File: src/include/dma_init_params.svh
`ifndef DMA_INIT_PARAMS_SVH
`define DMA_INIT_PARAMS_SVH

// Bus and datapath widths
`define DATA_W        32
`define CE_W          32
`define REG_IDX_W     5

// Buffer queue
`define Q_DEPTH       32
`define Q_LVL_W       6

// Region of one buffer and its interrupt length
`define REGION_BYTES  32'h0040_0000
`define IRQ_4M_CYCLES 64

// Register indices
`define REG_LEN       5'd0
`define REG_ADDR      5'd1
`define REG_PER       5'd2
`define REG_LVL       5'd3
`define REG_SEG       5'd4

// DMA command table, six writes per sequence
`define N_CMDS        6
`define CMD1_ADDR     32'h7900_000C
`define CMD2_ADDR     32'h4040_0030
`define CMD3_ADDR     32'h4040_0034
`define CMD4_ADDR     32'h4040_0048
`define CMD5_ADDR     32'h4040_0058
`define CMD6_ADDR     32'h7900_000C
`define CMD2_DATA     32'h0000_1001
`define CMD3_DATA     32'h0000_1000
`define CMD5_DATA     32'hFFFF_FFFF
`define CMD6_BASE     32'h0001_0000

`endif

File: src/verilog/addr_queue.sv
`timescale 1ns/1ps
`default_nettype none
`include "dma_init_params.svh"

module addr_queue (
  input  wire                 M_AXI_ACLK,
  input  wire                 M_AXI_ARESETN,
  input  wire                 push,
  input  wire [`DATA_W-1:0]   push_data,
  input  wire                 pop,
  output logic [`DATA_W-1:0]  cur_addr,
  output logic [`Q_LVL_W-1:0] level
);

  localparam int PTR_W = $clog2(`Q_DEPTH);

  logic [`DATA_W-1:0] q [`Q_DEPTH];
  logic               full;
  logic               empty;
  logic               pop_ok;
  logic               push_ok;
  logic [PTR_W-1:0]   wr_ptr;

  assign full    = (level == `Q_LVL_W'(`Q_DEPTH));
  assign empty   = (level == '0);
  assign pop_ok  = pop && !empty;
  assign push_ok = push && (!full || pop_ok);   // Pop frees a slot this cycle
  // First free slot once the shift is done
  assign wr_ptr  = pop_ok ? PTR_W'(level - 1'b1) : PTR_W'(level);

  // Shift storage, head at q[0]
  always_ff @(posedge M_AXI_ACLK) begin
    if (pop_ok) begin
      for (int i = 0; i < `Q_DEPTH - 1; i++) begin
        q[i] <= q[i + 1];
      end
      q[`Q_DEPTH-1] <= '0;
    end
    if (push_ok) begin
      q[wr_ptr] <= push_data;
    end
  end

  always_ff @(posedge M_AXI_ACLK) begin
    if (!M_AXI_ARESETN) begin
      cur_addr <= '0;
      level    <= '0;
    end else begin
      if (pop) begin
        cur_addr <= empty ? '0 : q[0];   // No buffer left
      end
      case ({push_ok, pop_ok})
        2'b10:   level <= level + 1'b1;
        2'b01:   level <= level - 1'b1;
        default: level <= level;
      endcase
    end
  end

  a_no_overflow: assert property (@(posedge M_AXI_ACLK) disable iff (!M_AXI_ARESETN)
    push |-> (!full || pop));

endmodule

`default_nettype wire

File: config.mk
export PLATFORM = sky130hd
export DESIGN_NAME = addr_queue
export DESIGN_NICKNAME = d
export VERILOG_FILES = /design/src/verilog/addr_queue.sv
export VERILOG_INCLUDE_DIRS = /design/src /design/src/include
export SDC_FILE = /design/constraint.sdc
export NUM_CORES = 1
export LEC_CHECK = 0
export BUFFER_PORTS_ARGS = -buffer_cell sky130_fd_sc_hd__buf_2
export CORE_ASPECT_RATIO = 0.5
export CORE_MARGIN = 2
export CORE_UTILIZATION = 60
export CTS_CLUSTER_SIZE = 8
export DETAILED_ROUTE_END_ITERATION = 16
export PLACE_DENSITY = 0.75
export SLEW_MARGIN = 10
export SYNTH_ARGS = -nofsm -noshare
export SYNTH_HDL_FRONTEND = slang
export SYNTH_SLANG_ARGS = --single-unit
File: constraint.sdc
create_clock -name M_AXI_ACLK -period 14.85 [get_ports M_AXI_ACLK]
set_input_delay 0.7425 -clock M_AXI_ACLK [delete_from_list [all_inputs] [get_ports M_AXI_ACLK]]
set_output_delay 0.7425 -clock M_AXI_ACLK [all_outputs]
set_load 0.05 [all_outputs]
==> results.toml <==
[synth]
syn_area_per_cell_um2 = 17.8
synth_cell_types = 64
synth_top_area_cell = "edfxtp_1"
synthTopCellsByArea = "edfxtp_1 68%, mux2_2 22%, mux2_1 2.2%, dfxtp_1 1.7%, buf_2 1.1%"
synth-seq-cells = 1062
syn-num-nets = 2598
netlist_instances = 2559
yosysSeqAreaShare_pct = 69.2
synth_area_um2 = 45500
synth_top_area_share_pct = 67.6
ys_warn_count = 0
synth_edf_count = 1024
async_flop_share_pct = 0
ys.flop_type = "edfxtp_1"

[cts]
clock-sinks = 1062
cts_tree = "built"
cts.repair.resized = 0
cts_buffer_depth = 3
hold_buffers = 0
clock_latency_ps = 700
cts.clk_slew.worst_paths_ps = 60
postCtsSetupRepairBufs = 0
root_buffer = "clkbuf_16"
cts_made_buffers = 150
htree_levels = 4

[routing]
drtIter0Drc = 1699
vias_per_cell = 5.86
num_vias = 21634
drc = 0
post_drt_wl_per_cell_um = 20.1
routed_wl_mm = 74.2
firstDrtPassIters = 5
antenna_left = 0

[sta]
fmax_mhz = 234
setup_viol = 0
post-route-min-period_ps = 4270
drv_slew = 0
slew_headroom_pct = 28.4
hold_slack_ps = 496
timing.final.crit_share_pct = 28.7
rsz0062_at_grt = "no"
finalClockSkew_ps = 28.3
fin_ws_ps = 10580
setup_tns_ps = 0
hold_viol = 0
worstMarginPinSlew_ps = 1070

[critical_path]
slowest_delay_ps = 1020
crit_type = "flop to flop"
cp_max_fo = 32
crit_required_ps = 15280
crit_path_cell_trace = "clkinv_1, a2111o_1, nand2_1, nand3_2, mux2_2"
crit_slowest_cell = "dfxtp_1"
critPathLaunchType = "flop"
cp_num_buf_inv = 1
cpLargestDelayFamily = "simple AND/OR/NAND/NOR gates"
critPathCaptureType = "flop"
cp_data_arrival_time_ps = 4690

[floorplanning]
core_um2 = 75200
fp.dieH_um = 199
num_io_pins = 74
die_area_um2 = 78200
die_w_um = 394
rows = 71
initial_utilization_pct = 60.6

[pwr]
power_density_nw_per_um2 = 223
ir_worst_vdd_uv = 162
p_leak_nw = 17.2

[grt]
groute.usage.overall_pct = 19.2
grt-ovfl-total = 0
antenna_found_initial = 5
grt_pass1_vias = 22394
grt_max_degree = 40
grt_pass1_wl_mm = 121

[placed_design]
gp_congestion = 0.850
dpl.hpwl_mm = 46.1
pre_cts_ws_ps = 10750
placement.cell_area_um2 = 46800
portBuffers = 73

[final_layout]
syn2layout_area_growth_pct = 11.9
fin_nets = 2654
layout-drive-gt1-share_pct = 47.5
final_core_util_pct = 67.8
stdcell_area_um2 = 50900

[outcome]
status = "finished, final reports clean"

[min_path]
hold_path.class = "flop to flop"

[run]
cap_violations = 0
[where the power goes]
part           switching [mW]  total [mW]  leakage, nW  internal, mW
Combinational            1.52        2.71         5.24          1.18
Sequential              0.324        5.63         10.0          5.30
Clock                    1.16        3.01         1.99          1.85
Total                    3.01        11.3         17.2          8.33
[stage by stage]
step / instances / total power [mW]
detailed placement: 3485 / 8.37
floorplan: 2559 / 7.72
global route: 3689 / 11.9
finish: 3689 / 11.3
global placement: 3485 / 8.18
CTS: 3684 / 11.4
[per-layer routing]
layer | vias up | global-route usage [%] | share of wire (%)
li1 | 10066 | - | -
met1 | 10969 | 26.5 | 46
met2 | 471 | 30.6 | 47
met3 | 128 | 4.36 | 5.4
met4 | 0 | 6.56 | 1.8
met5 | - | 0 | 0
[state kept, by name, indices dropped and copies added (netlist names)]
signal,cells
cur_addr,32
q,1024
level,6
[logic make-up after synthesis]
kind of cell,Yosys count,share of synthesized area [%]
adders and majority gates,3,0.0825
buffers and inverters,230,2.18
muxes,994,24.6
and+or+nand+nor,156,2.12
xor gates and xnor gates,3,0.0577
DFF,1062,69.2
AOI/OAI and AO/OA,111,1.75
[worst paths after layout]
check / to / cells after the start / startpoint / slack (ps)
worst min register to register: cur_addr[9]$_SDFFE_PN0P_ / 2 / q[0][9]$_DFFE_PP_ / 500
worst max register to register: q[22][12]$_DFFE_PP_ / 5 / level[2]$_SDFFE_PN0P_ / 10580
worst min-delay path: cur_addr[9]$_SDFFE_PN0P_ / 2 / q[0][9]$_DFFE_PP_ / 500
worst max-delay path: q[22][12]$_DFFE_PP_ / 5 / level[2]$_SDFFE_PN0P_ / 10580
[final cells by class]
| class | count | area (um^2) |
|---|---|---|
| Multi-Input combinational cell | 1267 | 13200 |
| Antenna cell | 5 | 12.5 |
| Clock inverter | 11 | 110 |
| Inverter | 5 | 18.8 |
| Fill cell | 4746 | 24200 |
| Tap cell | 1022 | 1280 |
| Sequential cell | 1062 | 31500 |
| Clock buffer | 188 | 3980 |
| Timing Repair Buffer | 129 | 786 |
[layout by cell type, fill, tap and decap left out, types with 4 or more instances in the layout]
cell | synthesis | routed
o21ai_2 | 1 | 26
nand4_1 | 5 | 5
o21ai_4 | 0 | 8
nand3_1 | 8 | 8
buf_4 | 1 | 56
a21o_1 | 4 | 4
edfxtp_1 | 1024 | 1024
nor3_4 | 0 | 4
diode_2 | 0 | 5
buf_2 | 101 | 73
a31oi_1 | 4 | 4
nand2b_1 | 5 | 5
nor2_1 | 15 | 8
and2_1 | 35 | 35
mux2_2 | 905 | 905
nor3_1 | 5 | 5
nor2b_1 | 33 | 33
inv_6 | 0 | 8
nand3_2 | 8 | 8
mux2_1 | 88 | 88
clkbuf_1 | 120 | 34
clkbuf_16 | 0 | 154
nand2_1 | 19 | 19
dfxtp_1 | 38 | 38
a22oi_1 | 32 | 32
nor2_2 | 0 | 7
[synth_stat cells (3+ instances only)]
| master | count |
|---|---|
| edfxtp_1 | 1024 |
| mux2_2 | 905 |
| clkbuf_1 | 120 |
| buf_2 | 101 |
| mux2_1 | 88 |
| dfxtp_1 | 38 |
| and2_1 | 35 |
| o21ai_0 | 35 |
| nor2b_1 | 33 |
| a22oi_1 | 32 |
| nand2_1 | 19 |
| nor2_1 | 15 |
| nand3_1 | 8 |
| nand3_2 | 8 |
| nand2b_1 | 5 |
| nand4_1 | 5 |
| nor3_1 | 5 |
| nor3_2 | 5 |
| a21o_1 | 4 |
| a31oi_1 | 4 |
| a41oi_1 | 3 |
| buf_1 | 3 |
| ha_1 | 3 |
| inv_1 | 3 |
| nor3b_1 | 3 |
| o211ai_1 | 3 |
| o21a_1 | 3 |
| o21ai_1 | 3 |
[worst register-to-register path: cells and delay by family (launching register included)]
kind                   cells  cell delay (ps)
buffers and inverters      1              710
and+or+nand+nor            2             1080
AOI/OAI and AO/OA          1              570
DFF                        1             1020
muxes                      1              600
Power figures use the tool's default switching activity.
