==> src/include/dma_init_params.svh <==
`ifndef DMA_INIT_PARAMS_SVH
`define DMA_INIT_PARAMS_SVH

// Bus and datapath widths
`define DATA_W        32
`define CE_W          32
`define REG_IDX_W     5

// Buffer queue
`define Q_DEPTH       32
`define Q_LVL_W       6

// Region of one buffer and its interrupt length
`define REGION_BYTES  32'h0040_0000
`define IRQ_4M_CYCLES 64

// Register indices
`define REG_LEN       5'd0
`define REG_ADDR      5'd1
`define REG_PER       5'd2
`define REG_LVL       5'd3
`define REG_SEG       5'd4

// DMA command table, six writes per sequence
`define N_CMDS        6
`define CMD1_ADDR     32'h7900_000C
`define CMD2_ADDR     32'h4040_0030
`define CMD3_ADDR     32'h4040_0034
`define CMD4_ADDR     32'h4040_0048
`define CMD5_ADDR     32'h4040_0058
`define CMD6_ADDR     32'h7900_000C
`define CMD2_DATA     32'h0000_1001
`define CMD3_DATA     32'h0000_1000
`define CMD5_DATA     32'hFFFF_FFFF
`define CMD6_BASE     32'h0001_0000

`endif

==> src/verilog/dma_init_pkg.sv <==
`default_nettype none
`include "dma_init_params.svh"

package dma_init_pkg;

  // Chip-enable register bus, processor side
  typedef struct packed {
    logic [`CE_W-1:0]   rd_ce;   // One-hot, MSB is register 0
    logic [`CE_W-1:0]   wr_ce;   // Same layout as rd_ce
    logic [`DATA_W-1:0] data;
  } bus_req_t;

  typedef struct packed {
    logic [`DATA_W-1:0] data;
    logic               rd_ack;
    logic               wr_ack;
    logic               error;
  } bus_rsp_t;

  // Record length in words and strobe period in cycles
  typedef struct packed {
    logic [`DATA_W-1:0] len;
    logic [`DATA_W-1:0] period;
  } dma_cfg_t;

  // AXI4-Lite write channels towards the DMA engine
  typedef struct packed {
    logic [`DATA_W-1:0]   awaddr;
    logic                 awvalid;
    logic [`DATA_W-1:0]   wdata;
    logic [`DATA_W/8-1:0] wstrb;
    logic                 wvalid;
    logic                 bready;
  } axil_wr_req_t;

  typedef struct packed {
    logic       awready;
    logic       wready;
    logic [1:0] bresp;
    logic       bvalid;
  } axil_wr_rsp_t;

endpackage

`default_nettype wire

==> src/verilog/segment_tracker.sv <==
`timescale 1ns/1ps
`default_nettype none
`include "dma_init_params.svh"

module segment_tracker import dma_init_pkg::*; (
  input  wire                 M_AXI_ACLK,
  input  wire                 M_AXI_ARESETN,
  input  wire                 irq_dma,
  input  wire dma_cfg_t       cfg,
  input  wire [`DATA_W-1:0]   cur_addr,
  input  wire [`Q_LVL_W-1:0]  level,
  output logic [`DATA_W-1:0]  seg,
  output logic                seg_done,
  output logic                pop,
  output logic                irq_4m
);

  localparam int CNT_W  = $clog2(`IRQ_4M_CYCLES);
  localparam int SPAN_W = 2 * `DATA_W;

  logic              irq_ff;
  logic              irq_ff2;
  logic [SPAN_W-1:0] span;
  logic              region_end;
  logic              pop_d;
  logic              irq_start;
  logic [CNT_W-1:0]  irq_cnt;

  always_ff @(posedge M_AXI_ACLK) begin
    if (!M_AXI_ARESETN) begin
      irq_ff  <= 1'b0;
      irq_ff2 <= 1'b0;
    end else begin
      irq_ff  <= irq_dma;
      irq_ff2 <= irq_ff;
    end
  end

  assign seg_done = irq_ff && !irq_ff2;

  // Bytes up to the end of the segment after the incremented one
  assign span       = (SPAN_W'(cfg.len) << 2) * (SPAN_W'(seg) + SPAN_W'(2));
  assign region_end = (span > SPAN_W'(`REGION_BYTES));

  always_ff @(posedge M_AXI_ACLK) begin
    if (!M_AXI_ARESETN) begin
      seg <= '0;
      pop <= 1'b0;
    end else begin
      pop <= 1'b0;
      if (seg_done) begin
        if (region_end) begin
          seg <= '0;     // Region full
          pop <= 1'b1;
        end else begin
          seg <= seg + 1'b1;
        end
      end else if ((cur_addr == '0) && (level != '0) && !pop) begin
        pop <= 1'b1;     // No buffer yet, take the first queued one
      end
    end
  end

  //////////////////////////////////////////////////////////////////////
  // Region interrupt

  assign irq_start = pop_d && (cur_addr != '0);
  assign irq_4m    = irq_start || (irq_cnt != '0);

  always_ff @(posedge M_AXI_ACLK) begin
    if (!M_AXI_ARESETN) begin
      pop_d   <= 1'b0;
      irq_cnt <= '0;
    end else begin
      pop_d <= pop;
      if (irq_start) begin
        irq_cnt <= CNT_W'(`IRQ_4M_CYCLES - 1);   // First cycle already out
      end else if (irq_cnt != '0) begin
        irq_cnt <= irq_cnt - 1'b1;
      end
    end
  end

endmodule

`default_nettype wire

==> config.mk <==
export PLATFORM = sky130hd
export DESIGN_NAME = segment_tracker
export DESIGN_NICKNAME = d
export VERILOG_FILES = /design/src/verilog/dma_init_pkg.sv /design/src/verilog/segment_tracker.sv
export VERILOG_INCLUDE_DIRS = /design/src /design/src/include
export SDC_FILE = /design/constraint.sdc
export NUM_CORES = 2
export LEC_CHECK = 0
export BUFFER_PORTS_ARGS = -buffer_cell sky130_fd_sc_hd__buf_2
export CORE_ASPECT_RATIO = 0.6
export CORE_MARGIN = 5
export CORE_UTILIZATION = 60
export CTS_BUF_LIST = sky130_fd_sc_hd__clkbuf_16
export CTS_CLUSTER_DIAMETER = 30
export CTS_CLUSTER_SIZE = 12
export DETAILED_ROUTE_END_ITERATION = 7
export HOLD_SLACK_MARGIN = 0.12
export MAX_ROUTING_LAYER = met4
export PLACE_DENSITY_LB_ADDON = 0.2
export SYNTH_ARGS = -nofsm -noshare
export SYNTH_HDL_FRONTEND = slang
export SYNTH_SLANG_ARGS = --single-unit
==> constraint.sdc <==
create_clock -name M_AXI_ACLK -period 11.7 [get_ports M_AXI_ACLK]
set_input_delay 2.34 -clock M_AXI_ACLK [delete_from_list [all_inputs] [get_ports M_AXI_ACLK]]
set_output_delay 2.34 -clock M_AXI_ACLK [all_outputs]
set_load 0.02 [all_outputs]
==> summary.txt <==
Run status
  • Status: finished clean

Setup path
  • R2R Path Start: seg[15]$_SDFFE_PN0P_
  • Critical Path AT: 11.58 ns
  • Critical Path Source Type: flop
  • CP Launch Point: seg[15]$_SDFFE_PN0P_
  • CP Buf/Inv Count: 7
  • Slowest cell on crit path: fa_1
  • Critical path's most frequent cell: fa_1
  • Cell family with most CP delay: adder cells
  • WS Path Type: reg2reg
  • Register-to-Register Path Depth: 35
  • Reg2reg end: seg[22]$_SDFFE_PN0P_
  • Worst setup EP type: flop
  • Req. time, crit path: 11.92 ns
  • Reg2Reg Setup Slack: 0.34 ns
  • CP endpoint: seg[22]$_SDFFE_PN0P_
  • WP depth: 35
  • Crit path max fanout: 25
  • Worst stage delay on the critical path: 0.60 ns

STA
  • Period utilization: 0.971
  • Rel. slew slack: 0.261
  • Max Slew Vio Count: 0
  • Final Hold Fails: 0
  • Worst-margin pin slew: 1.11 ns
  • Hold WS: 0.464 ns
  • Setup TNS: 0 ns
  • Clock Skew: 0.00546 ns
  • Min Tclk post-route: 11.36 ns
  • Endpoints failing setup: 0
  • Max Clk Rate: 88.0 MHz
  • Unrepaired setup endpoints after global routing: false

Global routing
  • GRT Total Usage: 0.326
  • Gr ovfl total: 0
  • Number of global-route vias before repair: 29697
  • Initial antenna violation count: 1
  • First-pass GRT wire length: 167000 um
  • Largest net degree at the start of global routing: 37

Die
  • Die Wd: 331 um
  • Rows: 70
  • Core area: 61000 um^2
  • Die height: 203 um
  • Initial core utilization: 0.608
  • Die area: 67100 um^2
  • Boundary pin count: 140

Placement
  • DP Wirelength: 85000 um
  • Port buffer count: 107
  • Final Wtd Congestion: 1.05

Layout
  • Fill cells: 5250
  • Most common cell after layout, fill and taps aside: fa_1
  • Most frequent cells in the layout: fa_1, inv_1, and2_1
  • Final net count: 5442
  • Layout area overhead: 5.27%
  • Layout cell share with drive strength beyond 1: 0.0724

Power and ir drop
  • Lkg Pwr: 0.0200 uW
  • Worst vdd ir: 0.0896 mV
  • Pwr Density: 14.2 nW/um^2
  • Overall power: 557 uW

Clock tree
  • Sink Count: 42
  • Clk_lat worst skew: 0.29 ns
  • Hold buffers post-CTS: 0
  • Root Driver: clkbuf_16
  • Clock Path Buffers: 2
  • CTS tree: done
  • H-tree Lvls: 2
  • Reg clk slew, reported paths: 0.06 ns
  • CTS Buf Count: 5

Min path
  • Worst hold stages: 1
  • Worst Hold Class: reg2reg

Logic synthesis
  • Yosys reg bits: 42
  • Syn Inst Count: 4192
  • Sequential area share after synthesis: 0.0227
  • Main synth FF type: dfxtp_1
  • EDFF count, synth: 0
  • Cell Area, Synth: 37100 um^2
  • Post-synthesis cell type count: 82
  • YS warnings: 0
  • Syn Area/Cell: 8.86 um^2
  • Async S/R FF share, synth: 0
  • Synthesized Nets: 5465

Routing
  • Antenna-violating nets left: 0
  • Vias: 28193
  • Starting DRT DRC Count: 2284
  • Routed length per instance: 20.3 um
  • Drt drc: 0
  • DRT Pass-1 Iters: 6
  • Routed vias/inst: 5.64
  • WL final: 102000 um

Job
  • Max-cap violations: 0
## through the flow
| step | setup slack (ns) | cells | util | instance area, um^2 |
|---|---|---|---|---|
| final | 0.340 | 5002 | 0.640 | 39100 |
| after global routing | 0.0124 | 4998 | 0.640 | 39100 |
| after CTS | 0.00234 | 4997 | 0.639 | 39000 |
| after detailed placement | 0.120 | 4989 | 0.636 | 38800 |
| after global placement | 0.133 | 4989 | 0.636 | 38800 |
| after floorplan | 1.46 | 4192 | - | 37100 |
## power by group
group / internal (uW) / total (uW) / switching (uW)
clock network: 99.9 / 157 / 57.6
logic: 77.9 / 239 / 161
registers: 152 / 160 / 7.59
## registers in the layout (all words and copies together), names as in the netlist
register,flops
irq_ff,1
irq_cnt,6
seg,32
irq_ff2,1
pop_d,1
pop,1
## layer usage
metal | track usage | part of all wire
met5 | - | 0
met4 | 0.0350 | 0.012
met3 | 0.0702 | 0.11
met2 | 0.444 | 0.40
met1 | 0.518 | 0.47
## final cells by class
type	count	area [um^2]	area share
multi-input combinational	3023	32300	0.826
clock inverter	3	41.3	0.00106
inverter	878	3300	0.0843
antenna	4	10.0	0.000256
sequential	42	841	0.0215
tap	828	1040	0.0265
clock buffer	5	125	0.00320
timing repair buffer	219	1460	0.0373
## cells in the mapped netlist (14+ instances only)
cell type	n	area share
and2_1	592	0.10
nor2b_1	17	0.0029
fa_1	924	0.50
nand2b_1	21	0.0035
clkbuf_1	229	0.023
a21o_1	25	0.0051
a21oi_1	76	0.010
nand4_1	32	0.0054
ha_1	244	0.082
o21a_1	23	0.0047
inv_1	878	0.089
nor2_1	88	0.0089
o21ai_0	44	0.0059
nor2_2	20	0.0034
nand2_1	545	0.055
a31oi_1	14	0.0024
nand3_1	37	0.0050
xor2_1	39	0.0092
dfxtp_1	42	0.023
nor3_1	38	0.0051
and3_1	15	0.0025
nor4_1	21	0.0035
xnor2_1	55	0.013
## worst min-delay path by stage
stage                      startpoint                 end  slack (ns)
finish              irq_ff$_SDFF_PN0_  irq_ff2$_SDFF_PN0_        0.46
global route        irq_ff$_SDFF_PN0_  irq_ff2$_SDFF_PN0_        0.48
CTS                 irq_ff$_SDFF_PN0_  irq_ff2$_SDFF_PN0_        0.47
detailed placement  irq_ff$_SDFF_PN0_  irq_ff2$_SDFF_PN0_        0.45
global placement    irq_ff$_SDFF_PN0_  irq_ff2$_SDFF_PN0_        0.45
floorplan           irq_ff$_SDFF_PN0_  irq_ff2$_SDFF_PN0_        0.43
## cells by family after synthesis
| family | Yosys count | share of synthesized area |
|---|---|---|
| AND/OR/NAND/NOR | 1471 | 0.205 |
| adder cells (fa/ha/maj) | 1168 | 0.581 |
| buffers and inverters | 1127 | 0.116 |
| AO/OA/AOI/OAI | 279 | 0.0505 |
| XOR/XNOR | 95 | 0.0228 |
| flip-flops | 42 | 0.0227 |
| multiplexers | 10 | 0.00280 |
## what timing repair did
action                                  in CTS  in global routing
endpoints found under the setup margin       0                 33
gates resized for setup                      0                 14
buffers inserted                             0                  1
Power figures use the tool's default switching activity.
