File: src/include/dma_init_params.svh
`ifndef DMA_INIT_PARAMS_SVH
`define DMA_INIT_PARAMS_SVH

// Bus and datapath widths
`define DATA_W        32
`define CE_W          32
`define REG_IDX_W     5

// Buffer queue
`define Q_DEPTH       32
`define Q_LVL_W       6

// Region of one buffer and its interrupt length
`define REGION_BYTES  32'h0040_0000
`define IRQ_4M_CYCLES 64

// Register indices
`define REG_LEN       5'd0
`define REG_ADDR      5'd1
`define REG_PER       5'd2
`define REG_LVL       5'd3
`define REG_SEG       5'd4

// DMA command table, six writes per sequence
`define N_CMDS        6
`define CMD1_ADDR     32'h7900_000C
`define CMD2_ADDR     32'h4040_0030
`define CMD3_ADDR     32'h4040_0034
`define CMD4_ADDR     32'h4040_0048
`define CMD5_ADDR     32'h4040_0058
`define CMD6_ADDR     32'h7900_000C
`define CMD2_DATA     32'h0000_1001
`define CMD3_DATA     32'h0000_1000
`define CMD5_DATA     32'hFFFF_FFFF
`define CMD6_BASE     32'h0001_0000

`endif

File: src/verilog/dma_init_pkg.sv
`default_nettype none
`include "dma_init_params.svh"

package dma_init_pkg;

  // Chip-enable register bus, processor side
  typedef struct packed {
    logic [`CE_W-1:0]   rd_ce;   // One-hot, MSB is register 0
    logic [`CE_W-1:0]   wr_ce;   // Same layout as rd_ce
    logic [`DATA_W-1:0] data;
  } bus_req_t;

  typedef struct packed {
    logic [`DATA_W-1:0] data;
    logic               rd_ack;
    logic               wr_ack;
    logic               error;
  } bus_rsp_t;

  // Record length in words and strobe period in cycles
  typedef struct packed {
    logic [`DATA_W-1:0] len;
    logic [`DATA_W-1:0] period;
  } dma_cfg_t;

  // AXI4-Lite write channels towards the DMA engine
  typedef struct packed {
    logic [`DATA_W-1:0]   awaddr;
    logic                 awvalid;
    logic [`DATA_W-1:0]   wdata;
    logic [`DATA_W/8-1:0] wstrb;
    logic                 wvalid;
    logic                 bready;
  } axil_wr_req_t;

  typedef struct packed {
    logic       awready;
    logic       wready;
    logic [1:0] bresp;
    logic       bvalid;
  } axil_wr_rsp_t;

endpackage

`default_nettype wire

File: src/verilog/dma_programmer.sv
`timescale 1ns/1ps
`default_nettype none
`include "dma_init_params.svh"

module dma_programmer import dma_init_pkg::*; (
  input  wire                M_AXI_ACLK,
  input  wire                M_AXI_ARESETN,
  input  wire dma_cfg_t      cfg,
  input  wire [`DATA_W-1:0]  cur_addr,
  input  wire [`DATA_W-1:0]  seg,
  input  wire                seg_done,
  output axil_wr_req_t       m_axi_wr,
  input  wire axil_wr_rsp_t  m_axi_wr_rsp,
  output logic               str_lsr
);

  localparam int CMD_W = $clog2(`N_CMDS);

  logic [`DATA_W-1:0] per_cnt;
  logic [`DATA_W-1:0] per_last;
  logic               per_en;
  logic               busy;
  logic               start;
  logic               cmd_done;
  logic [CMD_W-1:0]   cmd_idx;
  logic               awvalid;
  logic               wvalid;
  logic [`DATA_W-1:0] awaddr;
  logic [`DATA_W-1:0] wdata;

  //////////////////////////////////////////////////////////////////////
  // Period strobe

  assign per_en   = (cfg.period != '0) && (cfg.period >= cfg.len);
  assign per_last = cfg.period + 1'b1;
  assign str_lsr  = per_en && (per_cnt == per_last);

  always_ff @(posedge M_AXI_ACLK) begin
    if (!M_AXI_ARESETN) begin
      per_cnt <= '0;
    end else if (per_en) begin
      per_cnt <= (per_cnt >= per_last) ? '0 : per_cnt + 1'b1;
    end
  end

  //////////////////////////////////////////////////////////////////////
  // Command sequencer

  assign start = str_lsr && (cfg.len != '0) && !cfg.len[0] && (cur_addr != '0) && !busy;
  // Both channels accepted and the response is in
  assign cmd_done = busy && !awvalid && !wvalid && m_axi_wr_rsp.bvalid;

  always_ff @(posedge M_AXI_ACLK) begin
    if (!M_AXI_ARESETN) begin
      busy    <= 1'b0;
      cmd_idx <= '0;
      awvalid <= 1'b0;
      wvalid  <= 1'b0;
    end else if (seg_done) begin
      busy    <= 1'b0;   // DMA finished a segment, abort
      awvalid <= 1'b0;
      wvalid  <= 1'b0;
    end else begin
      if (awvalid && m_axi_wr_rsp.awready) awvalid <= 1'b0;
      if (wvalid && m_axi_wr_rsp.wready) wvalid <= 1'b0;
      if (start) begin
        busy    <= 1'b1;
        cmd_idx <= '0;
        awvalid <= 1'b1;
        wvalid  <= 1'b1;
      end else if (cmd_done) begin
        if (cmd_idx == CMD_W'(`N_CMDS - 1)) begin
          busy <= 1'b0;
        end else begin
          cmd_idx <= cmd_idx + 1'b1;
          awvalid <= 1'b1;
          wvalid  <= 1'b1;
        end
      end
    end
  end

  // Address and data per command
  always_comb begin
    awaddr = '0;
    wdata  = '0;
    case (cmd_idx)
      0: awaddr = `CMD1_ADDR;
      1: begin
        awaddr = `CMD2_ADDR;
        wdata  = `CMD2_DATA;
      end
      2: begin
        awaddr = `CMD3_ADDR;
        wdata  = `CMD3_DATA;
      end
      3: begin
        awaddr = `CMD4_ADDR;
        wdata  = cur_addr + ((cfg.len << 2) * seg);   // Start of current segment
      end
      4: begin
        awaddr = `CMD5_ADDR;
        wdata  = `CMD5_DATA;
      end
      5: begin
        awaddr = `CMD6_ADDR;
        wdata  = (cfg.len >> 1) - 1'b1 + `CMD6_BASE;   // Length in 64-bit beats
      end
      default: ;
    endcase
  end

  assign m_axi_wr = '{awaddr:  awaddr,
                      awvalid: awvalid,
                      wdata:   wdata,
                      wstrb:   {(`DATA_W/8){1'b1}},
                      wvalid:  wvalid,
                      bready:  1'b1};

  // Write data held steady until the DMA engine takes it
  a_w_hold: assert property (@(posedge M_AXI_ACLK) disable iff (!M_AXI_ARESETN)
    wvalid && !m_axi_wr_rsp.wready && !seg_done |=> wvalid && $stable(wdata));

endmodule

`default_nettype wire

File: config.mk
export PLATFORM = sky130hd
export DESIGN_NAME = dma_programmer
export DESIGN_NICKNAME = d
export VERILOG_FILES = /design/src/verilog/dma_init_pkg.sv /design/src/verilog/dma_programmer.sv
export VERILOG_INCLUDE_DIRS = /design/src /design/src/include
export SDC_FILE = /design/constraint.sdc
export NUM_CORES = 1
export LEC_CHECK = 0
export BUFFER_PORTS_ARGS = -buffer_cell sky130_fd_sc_hd__buf_2
export CORE_ASPECT_RATIO = 2
export CORE_MARGIN = 2
export CORE_UTILIZATION = 57
export DETAILED_ROUTE_END_ITERATION = 6
export PLACE_DENSITY = 0.87
export SLEW_MARGIN = 20
export SYNTH_ARGS = -nofsm -noshare
export SYNTH_HDL_FRONTEND = slang
export SYNTH_SLANG_ARGS = --single-unit
File: constraint.sdc
create_clock -name M_AXI_ACLK -period 16.1 [get_ports M_AXI_ACLK]
set_clock_uncertainty 0.05 [all_clocks]
set_input_delay 4.025 -clock M_AXI_ACLK [delete_from_list [all_inputs] [get_ports M_AXI_ACLK]]
set_output_delay 4.025 -clock M_AXI_ACLK [all_outputs]
set_load 0.01 [all_outputs]
==> results.cfg <==
[floorplan]
die_x_um = 139
rows = 99
design.die.area_um2 = 38200
start_util_pct = 57.5
die_h_um = 275
ios = 208
core-area_um2 = 36300

[sta]
rsz0062_at_grt = true
drv_slew = 0
tightest_slew_ns = 0.952
fmax_mhz = 61.7
final_hold_viol_count = 0
min_period_over_period_pct = 101
setup_viol = 1
fin_crit_ns = 16.21
relSlewSlack_pct = 36.1
setup_slack_ns = -0.109

[job]
maxCapViolCount = 0

[critical_path]
critPathMaxFanout = 9
cp-end-kind = primary output
startpoint_type = input port
cpMaxStageDelayCell = fa_1
path_class = input port to primary output
cpMostUsedCell = fa_1
worstPathArrival_ns = 12.13
worstPathRequired_ns = 12.03
cp_slowest_stage_delay_ns = 0.56

[synth]
synth_area_leader_cell = fa_1
yosys_warnings = 0
synth_seq_cells = 38
synth_flop_cell = dfxtp_1
syn_avg_cell_area_um2 = 8.28
ys_types = 75
yosysTopAreaCellShare_pct = 34.0
synthTopCellsByArea = fa_1 34%, ha_1 13%, inv_1 8.2%
syn_area_um2 = 20900
async_flop_share_pct = 0
synth_cells = 2521
synth-edff-count = 0
ys_seq_area_share_pct = 3.65

[layout]
syn2layout_area_growth_pct = 17.2
nets = 3507
seq_area_um2 = 761
drive_above_1_share_pct = 18.9
fin_util_pct = 67.4
n_fill_cell = 2748
multiInputGateArea_um2 = 18400

[detailed_routing]
avgViaCountPerCell = 5.97
wl_per_cell_um = 22.2
dr.pass1.iters = 6
drtIter0Drc = 1418
ant_nets = 0
routed_wl_mm = 72.5
route.detailed.drc = 0
vias = 19466

[place]
dp_hpwl_mm = 61.4
gp_congestion = 1.06
io_buffers = 177

[clocking]
holdBufCountCts = 0
htree_levels = 2
path_clk_slew_ns = 0.06
cts_tree = yes
clock_sinks = 38
clock_path_buffers = 2
insertion_delay_ns = 0.30
root_buffer = clkbuf_16
cts_buffers = 5

[worst_hold_path]
min_path_type = register to register

[global_route]
grt_pass1_vias = 21200
antenna_found_initial = 8
grt_use_total_pct = 37.5
grt_pass1_wl_mm = 110
overflow = 0
grt_max_degree = 54

[outcome]
outcome = finished with violations
violations = setup timing
-- per-layer routing --
metal	vias to the layer above	GRT usage, %	wire length (um)
li1	8491	-	-
met3	470	4.63	4490
met2	999	67.9	36800
met1	9506	35.4	22000
met4	0	37.6	9180
met5	-	0	0
-- synth_stat cells (6+ instances only) --
cell type	number
nand3_1	43
o21ai_1	15
inv_1	453
o31ai_1	21
ha_1	217
nand4_1	29
a211o_1	6
xor2_1	43
or4_1	17
and2_1	263
or2_2	8
o211ai_1	8
o221ai_1	8
and3_1	19
nor3_1	22
fa_1	354
a21oi_1	102
nand2_1	283
a21o_1	25
nor2b_1	12
nor2_1	64
dfxtp_1	38
a31oi_1	9
nor4_1	22
o21a_1	15
buf_4	33
o21ai_0	49
xnor2_1	113
or3_1	16
buf_2	8
clkbuf_1	100
nand2b_1	15
a221o_1	6
-- state kept, by name, summed over array words and instances, names as in the netlist --
register  cells
per_cnt      32
cmd_idx       3
awvalid       1
busy          1
wvalid        1
-- cell usage in the layout, fill, tap and decap left out, types with 16 or more instances in the layout --
cell type / netlist / layout
ha_4: 0 / 17
and3_1: 19 / 18
a21o_1: 25 / 25
dfxtp_1: 38 / 38
and2_1: 263 / 253
conb_1: 2 / 26
buf_2: 8 / 152
xor2_1: 43 / 41
or3_1: 16 / 16
fa_1: 354 / 341
nand2_1: 283 / 279
or4_1: 17 / 17
nor4_1: 22 / 22
o31ai_1: 21 / 19
buf_4: 33 / 197
xnor2_1: 113 / 111
buf_12: 0 / 18
nor2_1: 64 / 60
ha_1: 217 / 200
nand3_1: 43 / 43
inv_1: 453 / 439
nor3_1: 22 / 20
nand4_1: 29 / 29
o21ai_0: 49 / 42
buf_6: 0 / 18
a21oi_1: 102 / 92
-- what timing repair did --
action | CTS | global route
gates resized for setup | 95 | 94
gates cloned | 0 | 0
setup buffers | 6 | 6
hold endpoints to repair | 0 | 0
pin swaps | 58 | 60
endpoints found under the setup margin | 7 | 9
-- worst max-delay path: cells and delay by family --
family          cells  cell delay [ns]
compound gates      6             1.51
xor+xnor            3             0.39
fa+ha+maj          10             4.54
buf+inv             9             0.93
simple gates        5             0.71
-- worst paths after layout --
kind	slack, ns	startpoint	cells after the start	end
min reg2reg	0.45	per_cnt[0]$_SDFFE_PN0P_	2	per_cnt[0]$_SDFFE_PN0P_
max reg2reg	12.20	per_cnt[24]$_SDFFE_PN0P_	9	wvalid$_SDFF_PP0_
max	-0.11	cfg[35]	33	m_axi_wr[37]
min	0.45	per_cnt[0]$_SDFFE_PN0P_	2	per_cnt[0]$_SDFFE_PN0P_
-- cells by family (layout without fill, tap and decap cells) --
group                      after synthesis  in the layout  share of synthesized area (%)
muxes                                    4              4                          0.192
buffers and inverters                  596            852                           11.4
and+or+nand+nor                        842            842                           21.4
DFF                                     38             38                           3.65
adders and majority gates              571            571                           47.0
other                                    2             34                         0.0360
xor gates and xnor gates               157            157                           6.66
AOI/OAI and AO/OA                      311            311                           9.72
-- stage by stage --
| step | worst slack (ns) | TNS, ns | instances | instance area (um2) | hold WS [ns] |
|---|---|---|---|---|---|
| after floorplan | 0.227 | 0 | 2545 | 21000 | 0.413 |
| after global placement | -0.367 | -0.771 | 3237 | 23400 | 0.426 |
| after detailed placement | -0.521 | -1.76 | 3237 | 23400 | 0.438 |
| after CTS | -0.0979 | -0.0979 | 3250 | 24000 | 0.448 |
| after global routing | -0.344 | -1.04 | 3262 | 24500 | 0.461 |
| final | -0.109 | -0.109 | 3263 | 24500 | 0.451 |
-- cell type report --
| type | count | area share, % |
|---|---|---|
| Sequential cell | 38 | 3.11 |
| Timing Repair Buffer | 391 | 11.7 |
| Clock inverter | 1 | 0.0205 |
| Multi-Input combinational cell | 1911 | 75.2 |
| Inverter | 453 | 6.95 |
| Tap cell | 454 | 2.32 |
| Clock buffer | 7 | 0.583 |
| Antenna cell | 8 | 0.0819 |
Power is not shown: default switching activity piles up to over one toggle a cycle in this logic, so the estimate is an artifact.
