===== config.mk =====
export PLATFORM = sky130hd
export DESIGN_NAME = reg_bank
export DESIGN_NICKNAME = d
export VERILOG_FILES = /design/src/verilog/dma_init_pkg.sv /design/src/verilog/reg_bank.sv
export VERILOG_INCLUDE_DIRS = /design/src /design/src/include
export SDC_FILE = /design/constraint.sdc
export NUM_CORES = 1
export LEC_CHECK = 0
export BUFFER_PORTS_ARGS = -buffer_cell sky130_fd_sc_hd__buf_2
export CORE_ASPECT_RATIO = 0.9
export CORE_UTILIZATION = 46
export DETAILED_ROUTE_END_ITERATION = 7
export PLACE_DENSITY = 0.8
export SYNTH_ARGS = -nofsm -noshare
export SYNTH_HDL_FRONTEND = slang
export SYNTH_SLANG_ARGS = --single-unit

===== constraint.sdc =====
create_clock -name M_AXI_ACLK -period 2.5 [get_ports M_AXI_ACLK]
set_clock_uncertainty 0.2 [all_clocks]
set_input_delay 0 -clock M_AXI_ACLK [delete_from_list [all_inputs] [get_ports M_AXI_ACLK]]
set_output_delay 0 -clock M_AXI_ACLK [all_outputs]
set_load 0.02 [all_outputs]

===== src/include/dma_init_params.svh =====
`ifndef DMA_INIT_PARAMS_SVH
`define DMA_INIT_PARAMS_SVH

// Bus and datapath widths
`define DATA_W        32
`define CE_W          32
`define REG_IDX_W     5

// Buffer queue
`define Q_DEPTH       32
`define Q_LVL_W       6

// Region of one buffer and its interrupt length
`define REGION_BYTES  32'h0040_0000
`define IRQ_4M_CYCLES 64

// Register indices
`define REG_LEN       5'd0
`define REG_ADDR      5'd1
`define REG_PER       5'd2
`define REG_LVL       5'd3
`define REG_SEG       5'd4

// DMA command table, six writes per sequence
`define N_CMDS        6
`define CMD1_ADDR     32'h7900_000C
`define CMD2_ADDR     32'h4040_0030
`define CMD3_ADDR     32'h4040_0034
`define CMD4_ADDR     32'h4040_0048
`define CMD5_ADDR     32'h4040_0058
`define CMD6_ADDR     32'h7900_000C
`define CMD2_DATA     32'h0000_1001
`define CMD3_DATA     32'h0000_1000
`define CMD5_DATA     32'hFFFF_FFFF
`define CMD6_BASE     32'h0001_0000

`endif


===== src/verilog/dma_init_pkg.sv =====
`default_nettype none
`include "dma_init_params.svh"

package dma_init_pkg;

  // Chip-enable register bus, processor side
  typedef struct packed {
    logic [`CE_W-1:0]   rd_ce;   // One-hot, MSB is register 0
    logic [`CE_W-1:0]   wr_ce;   // Same layout as rd_ce
    logic [`DATA_W-1:0] data;
  } bus_req_t;

  typedef struct packed {
    logic [`DATA_W-1:0] data;
    logic               rd_ack;
    logic               wr_ack;
    logic               error;
  } bus_rsp_t;

  // Record length in words and strobe period in cycles
  typedef struct packed {
    logic [`DATA_W-1:0] len;
    logic [`DATA_W-1:0] period;
  } dma_cfg_t;

  // AXI4-Lite write channels towards the DMA engine
  typedef struct packed {
    logic [`DATA_W-1:0]   awaddr;
    logic                 awvalid;
    logic [`DATA_W-1:0]   wdata;
    logic [`DATA_W/8-1:0] wstrb;
    logic                 wvalid;
    logic                 bready;
  } axil_wr_req_t;

  typedef struct packed {
    logic       awready;
    logic       wready;
    logic [1:0] bresp;
    logic       bvalid;
  } axil_wr_rsp_t;

endpackage

`default_nettype wire


===== src/verilog/reg_bank.sv =====
`timescale 1ns/1ps
`default_nettype none
`include "dma_init_params.svh"

module reg_bank import dma_init_pkg::*; (
  input  wire                 M_AXI_ACLK,
  input  wire                 M_AXI_ARESETN,
  input  wire bus_req_t       bus_req,
  output bus_rsp_t            bus_rsp,
  input  wire [`DATA_W-1:0]   cur_addr,
  input  wire [`Q_LVL_W-1:0]  level,
  input  wire [`DATA_W-1:0]   seg,
  output dma_cfg_t            cfg,
  output logic                push,
  output logic [`DATA_W-1:0]  push_data
);

  logic [`CE_W-1:0]      ce_any;
  logic                  sel;
  logic                  sel_d;
  logic                  sel_2d;
  logic                  rwn;
  logic [`REG_IDX_W-1:0] idx;
  logic [`DATA_W-1:0]    wdata;
  logic [`DATA_W-1:0]    rdata;
  logic [`DATA_W-1:0]    rsp_data;
  logic                  rd_ack;
  logic                  wr_ack;
  logic                  wr_stb;
  logic                  ack_s;
  logic [`DATA_W-1:0]    len;
  logic [`DATA_W-1:0]    period;

  // One-hot CE to register index, MSB first
  function automatic logic [`REG_IDX_W-1:0] ce_to_idx(input logic [`CE_W-1:0] ce);
    logic [`REG_IDX_W-1:0] r;
    r = '1;
    for (int i = 0; i < `CE_W; i++) begin
      if (ce[i]) r = `REG_IDX_W'(`CE_W - 1 - i);
    end
    return r;
  endfunction

  assign ce_any = (bus_req.rd_ce != '0) ? bus_req.rd_ce : bus_req.wr_ce;
  assign wr_stb = sel && !sel_d && !rwn;   // First cycle of a select only
  assign ack_s  = sel_d && !sel_2d;

  //////////////////////////////////////////////////////////////////////
  // Bus front end

  always_ff @(posedge M_AXI_ACLK) begin
    if (!M_AXI_ARESETN) begin
      sel    <= 1'b0;
      rwn    <= 1'b0;
      sel_d  <= 1'b0;
      sel_2d <= 1'b0;
      rd_ack <= 1'b0;
      wr_ack <= 1'b0;
    end else begin
      sel    <= (ce_any != '0);
      rwn    <= (bus_req.rd_ce != '0);
      sel_d  <= sel;
      sel_2d <= sel_d;
      rd_ack <= ack_s && rwn;
      wr_ack <= ack_s && !rwn;
    end
  end

  always_ff @(posedge M_AXI_ACLK) begin
    idx      <= ce_to_idx(ce_any);
    wdata    <= bus_req.data;
    rsp_data <= rdata;   // Lines up with the ack
  end

  //////////////////////////////////////////////////////////////////////
  // Configuration and read-back

  always_ff @(posedge M_AXI_ACLK) begin
    if (!M_AXI_ARESETN) begin
      len    <= '0;
      period <= '0;
    end else if (wr_stb) begin
      if (idx == `REG_LEN) len <= wdata;
      if (idx == `REG_PER) period <= wdata;
    end
  end

  always_ff @(posedge M_AXI_ACLK) begin
    case (idx)
      `REG_LEN:  rdata <= len;
      `REG_ADDR: rdata <= cur_addr;   // Buffer in use, not the last written
      `REG_PER:  rdata <= period;
      `REG_LVL:  rdata <= `DATA_W'(level);
      `REG_SEG:  rdata <= seg;
      default:   rdata <= '0;
    endcase
  end

  assign push      = wr_stb && (idx == `REG_ADDR);
  assign push_data = wdata;

  assign cfg     = '{len: len, period: period};
  assign bus_rsp = '{data: rsp_data, rd_ack: rd_ack, wr_ack: wr_ack, error: 1'b0};

  // Host selects at most one register, read or write
  a_ce_onehot: assert property (@(posedge M_AXI_ACLK) disable iff (!M_AXI_ARESETN)
    $onehot0({bus_req.rd_ce, bus_req.wr_ce}));

endmodule

`default_nettype wire


==> summary.md <==
| Metric | Value |
|---|---|
| Status | finished clean |
| Number of global-route vias before repair | 7741 |
| TritonCTS clock tree | done |
| Hold crit path type | in -> reg |
| Io pins | 300 |
| Initial antenna violation count | 1 |
| Hold worst-path end | push_data[1]$_DFF_P_ |
| Htree depth | 4 |
| Crit path cell chain | dlygate4sd3_1 -> buf_2 -> nor4_4 -> buf_4 -> nand3b_4 -> nor3_4 -> buf_6 -> nand2_1 -> a221o_1 -> a221o_1 -> o311ai_2 |
| CP max stage cell | dlygate4sd3_1 |
| Dpl hpwl | approximately 14000 um |
| Final Non-Filler Cells | between 1k and 1.5k |
| Period utilization | slightly below 100% |
| DR iter-0 viols | 736 |
| R2R depth | 4 |
| Commonest non-fill, non-tap cell in the layout | buf_2 |
| Most frequent CP cell | a221o_1 |
| Final min period | ~2.5 ns |
| Total GRT Usage | 36.53% |
| Port bufs | between 200 and 300 |
| Critical path peak fanout | 7 |
| Final instance area | 0.01065 mm^2 |
| Cell area power density | roughly 630 mW/mm^2 |
| Drt first pass iters | 5 |
| Chip Height | around 110 um |
| Post-Synthesis Cells | between 600 and 700 |
| Hold_ws | roughly 0.015 ns |
| DP Cell Count | around 1.1k |
| First-pass GRT wire length | slightly above 40000 um |
| Syn nets | roughly 850 |
| Fin util | between 70% and 80% |
| Mean post-synth cell area | 9.396 um^2 |
| Final #Nets | approximately 1.3k |
| Highest clock rate | 402.7 MHz |
| Max Cap Viol | 0 |
| Setup Crit Path Kind | in -> reg |
| Ys async rst share | 0% |
| Post-synth EDFFs | 0 |
| Commonest non-fill, non-tap cells in the layout | 298 x buf_2, 177 x dlygate4sd3_1, 170 x dfxtp_1 |
| Worst R2R Setup Slack | 0.18 ns |
| Worst r2r src | idx[0]$_SDFF_PP0_ |
| CP required | between 2 and 3 ns |
| Root cell of the clock tree | clkbuf_16 |
| P_leak | around 4.8 nW |
| CP peak stage delay | approximately 0.55 ns |
| Die ar. | ~0.014 mm^2 |
| Crit start category | primary input |
| TritonCTS Buffers | 17 |
| Hold path cells | 2 |
| Post-placement cell area | 0.008120 mm^2 |
| DRC | 0 |
| Final ANT Viol Nets | 0 |
| Yosys reg bits | between 150 and 200 |
| Die span in x | between 100 and 150 um |
| CP Capture Type | flip-flop |
| Area delta synth->final | 65.42% |
| Reg2reg end | rdata[2]$_DFF_P_ |
| Clk sinks | 171 |
| Cell area after synthesis | around 0.0064 mm^2 |
| Final Setup Violations | 0 |
| Remaining global-route overflow | 0 |
| Synth Warn # | 0 |
| Worst skew pair latency | ~0.42 ns |
| Clock tree buffer depth | 2 |
| Least-Margin Pin Slew | roughly 0.82 ns |
| CORE AREA | roughly 0.014 mm^2 |
| Slew Viols, Final | 0 |
| Initial Util | between 40% and 50% |
| GPL Wtd Cong | approximately 0.90 |
| Via Count | between 7k and 8k |
| Clk slew on worst S/H paths | 0.07 ns |
| Largest net degree at the start of global routing | 57 |
| Drt total wl | between 20000 and 30000 um |
| CP arrival | roughly 2.6 ns |
| Post-Route Setup TNS | 0 ns |
| WL per Instance | between 20 and 25 um |
| Top FF cell, synth | dfxtp_1 |
| Row count | 40 |
| Share of layout cells above drive strength 1 | between 30% and 40% |
| Number of distinct library cells after synthesis | between 40 and 50 |
| Hold Fails Final Rpt | 0 |
| Fill cell total of the finished layout | between 700 and 800 |
| HP Start | bus_req[1] |
| Average vias per placed instance | 5.758 |
| Max VDD drop | about 0.51 mV |
| Sequential cell area fraction in the yosys report | between 50% and 60% |
| Slew Limit Headroom | 45.00% |
final cells by class:
cell class                      instances  area, um^2  share of cell area [%]
Timing Repair Buffer                  505        3518                   33.05
Sequential cell                       171        3425                   32.17
Multi-Input combinational cell        460        2845                   26.72
Clock buffer                           19       442.9                   4.160
Tap cell                              168       210.2                   1.974
Clock inverter                         13       157.7                   1.481
Inverter                               12       45.04                  0.4231
Antenna cell                            1       2.502                 0.02350
what timing repair did:
action | 4_1_cts | 5_1_grt
setup endpoints to repair | 0 | 6
resized for setup | 0 | 15
setup buffers | 0 | 9
hold buffers | 181 | 0
endpoints found under the hold margin | 83 | 0
synth_stat cells, types with 6 or more instances:
| master | count | area (um^2) |
|---|---|---|
| inv_1 | 12 | 45.04 |
| a31oi_1 | 6 | 37.54 |
| dfxtp_1 | 171 | 3423 |
| nor3b_1 | 6 | 45.04 |
| o21ai_0 | 36 | 180.2 |
| o221ai_1 | 8 | 70.07 |
| a21oi_1 | 12 | 60.06 |
| nor2_1 | 38 | 142.6 |
| a22oi_1 | 25 | 187.7 |
| clkbuf_1 | 34 | 127.6 |
| a21boi_0 | 64 | 480.5 |
| nor4_1 | 8 | 50.05 |
| mux2i_1 | 40 | 400.4 |
| nor3_1 | 14 | 70.07 |
| nand2_1 | 149 | 559.3 |
stage by stage:
stage / setup WS (ns) / total power, W
after floorplan: 0.3940 / 0.003359
after global placement: 0.1844 / 0.003719
after detailed placement: 0.1676 / 0.003727
after CTS: 0.01726 / 0.006598
after global routing: -0.02262 / 0.006869
final: 0.01671 / 0.006669
cells by family (layout without fill, tap and decap cells):
group                  after synthesis  in the layout  share of synthesized area [%]
and+or+nand+nor                    246            246                          18.06
AOI/OAI and AO/OA                  173            173                          18.80
DFF                                171            171                          53.19
buffers and inverters               54            549                          3.674
muxes                               40             40                          6.221
other                                1              2                        0.05826
flip-flops by register name (all words and copies together) (netlist names):
register and count:
rsp_data 32, sel_d 1, rwn 1, idx 5
len 32, push_data 32, sel_2d 1, rdata 32
sel 1, period 32, wr_ack 1, rd_ack 1
where the power goes:
part	internal, W	total [W]	switching (W)
sequential	0.00288	0.00296	0.0000820
clock	0.00153	0.00268	0.00115
combinational	0.000494	0.00103	0.000535
worst max-delay path: cells and delay by family:
family | cells | cell delay [ns]
compound gates | 3 | 0.74
buf+inv | 4 | 1.08
simple gates | 4 | 0.76
worst max-delay path by stage:
stage,start,endpoint,slack (ns),cells after the start
floorplan,idx[4]$_SDFF_PP0_,period[10]$_SDFFE_PN0P_,0.39,8
global placement,bus_req[65],idx[0]$_SDFF_PP0_,0.18,9
detailed placement,bus_req[65],idx[0]$_SDFF_PP0_,0.17,9
CTS,bus_req[73],idx[3]$_SDFF_PP0_,0.02,9
global route,bus_req[91],sel$_SDFF_PN0_,-0.02,10
finish,bus_req[91],idx[0]$_SDFF_PP0_,0.02,11
routing by layer:
layer / track usage [%] / part of all wire [%] / vias to the layer above
li1: - / - / 3365
met1: 38.74 / 35 / 3572
met2: 64.75 / 49 / 646
met3: 9.626 / 9.8 / 185
met4: 23.81 / 6.2 / 0
met5: 0 / 0 / -
(Power assumes the default switching activity.)
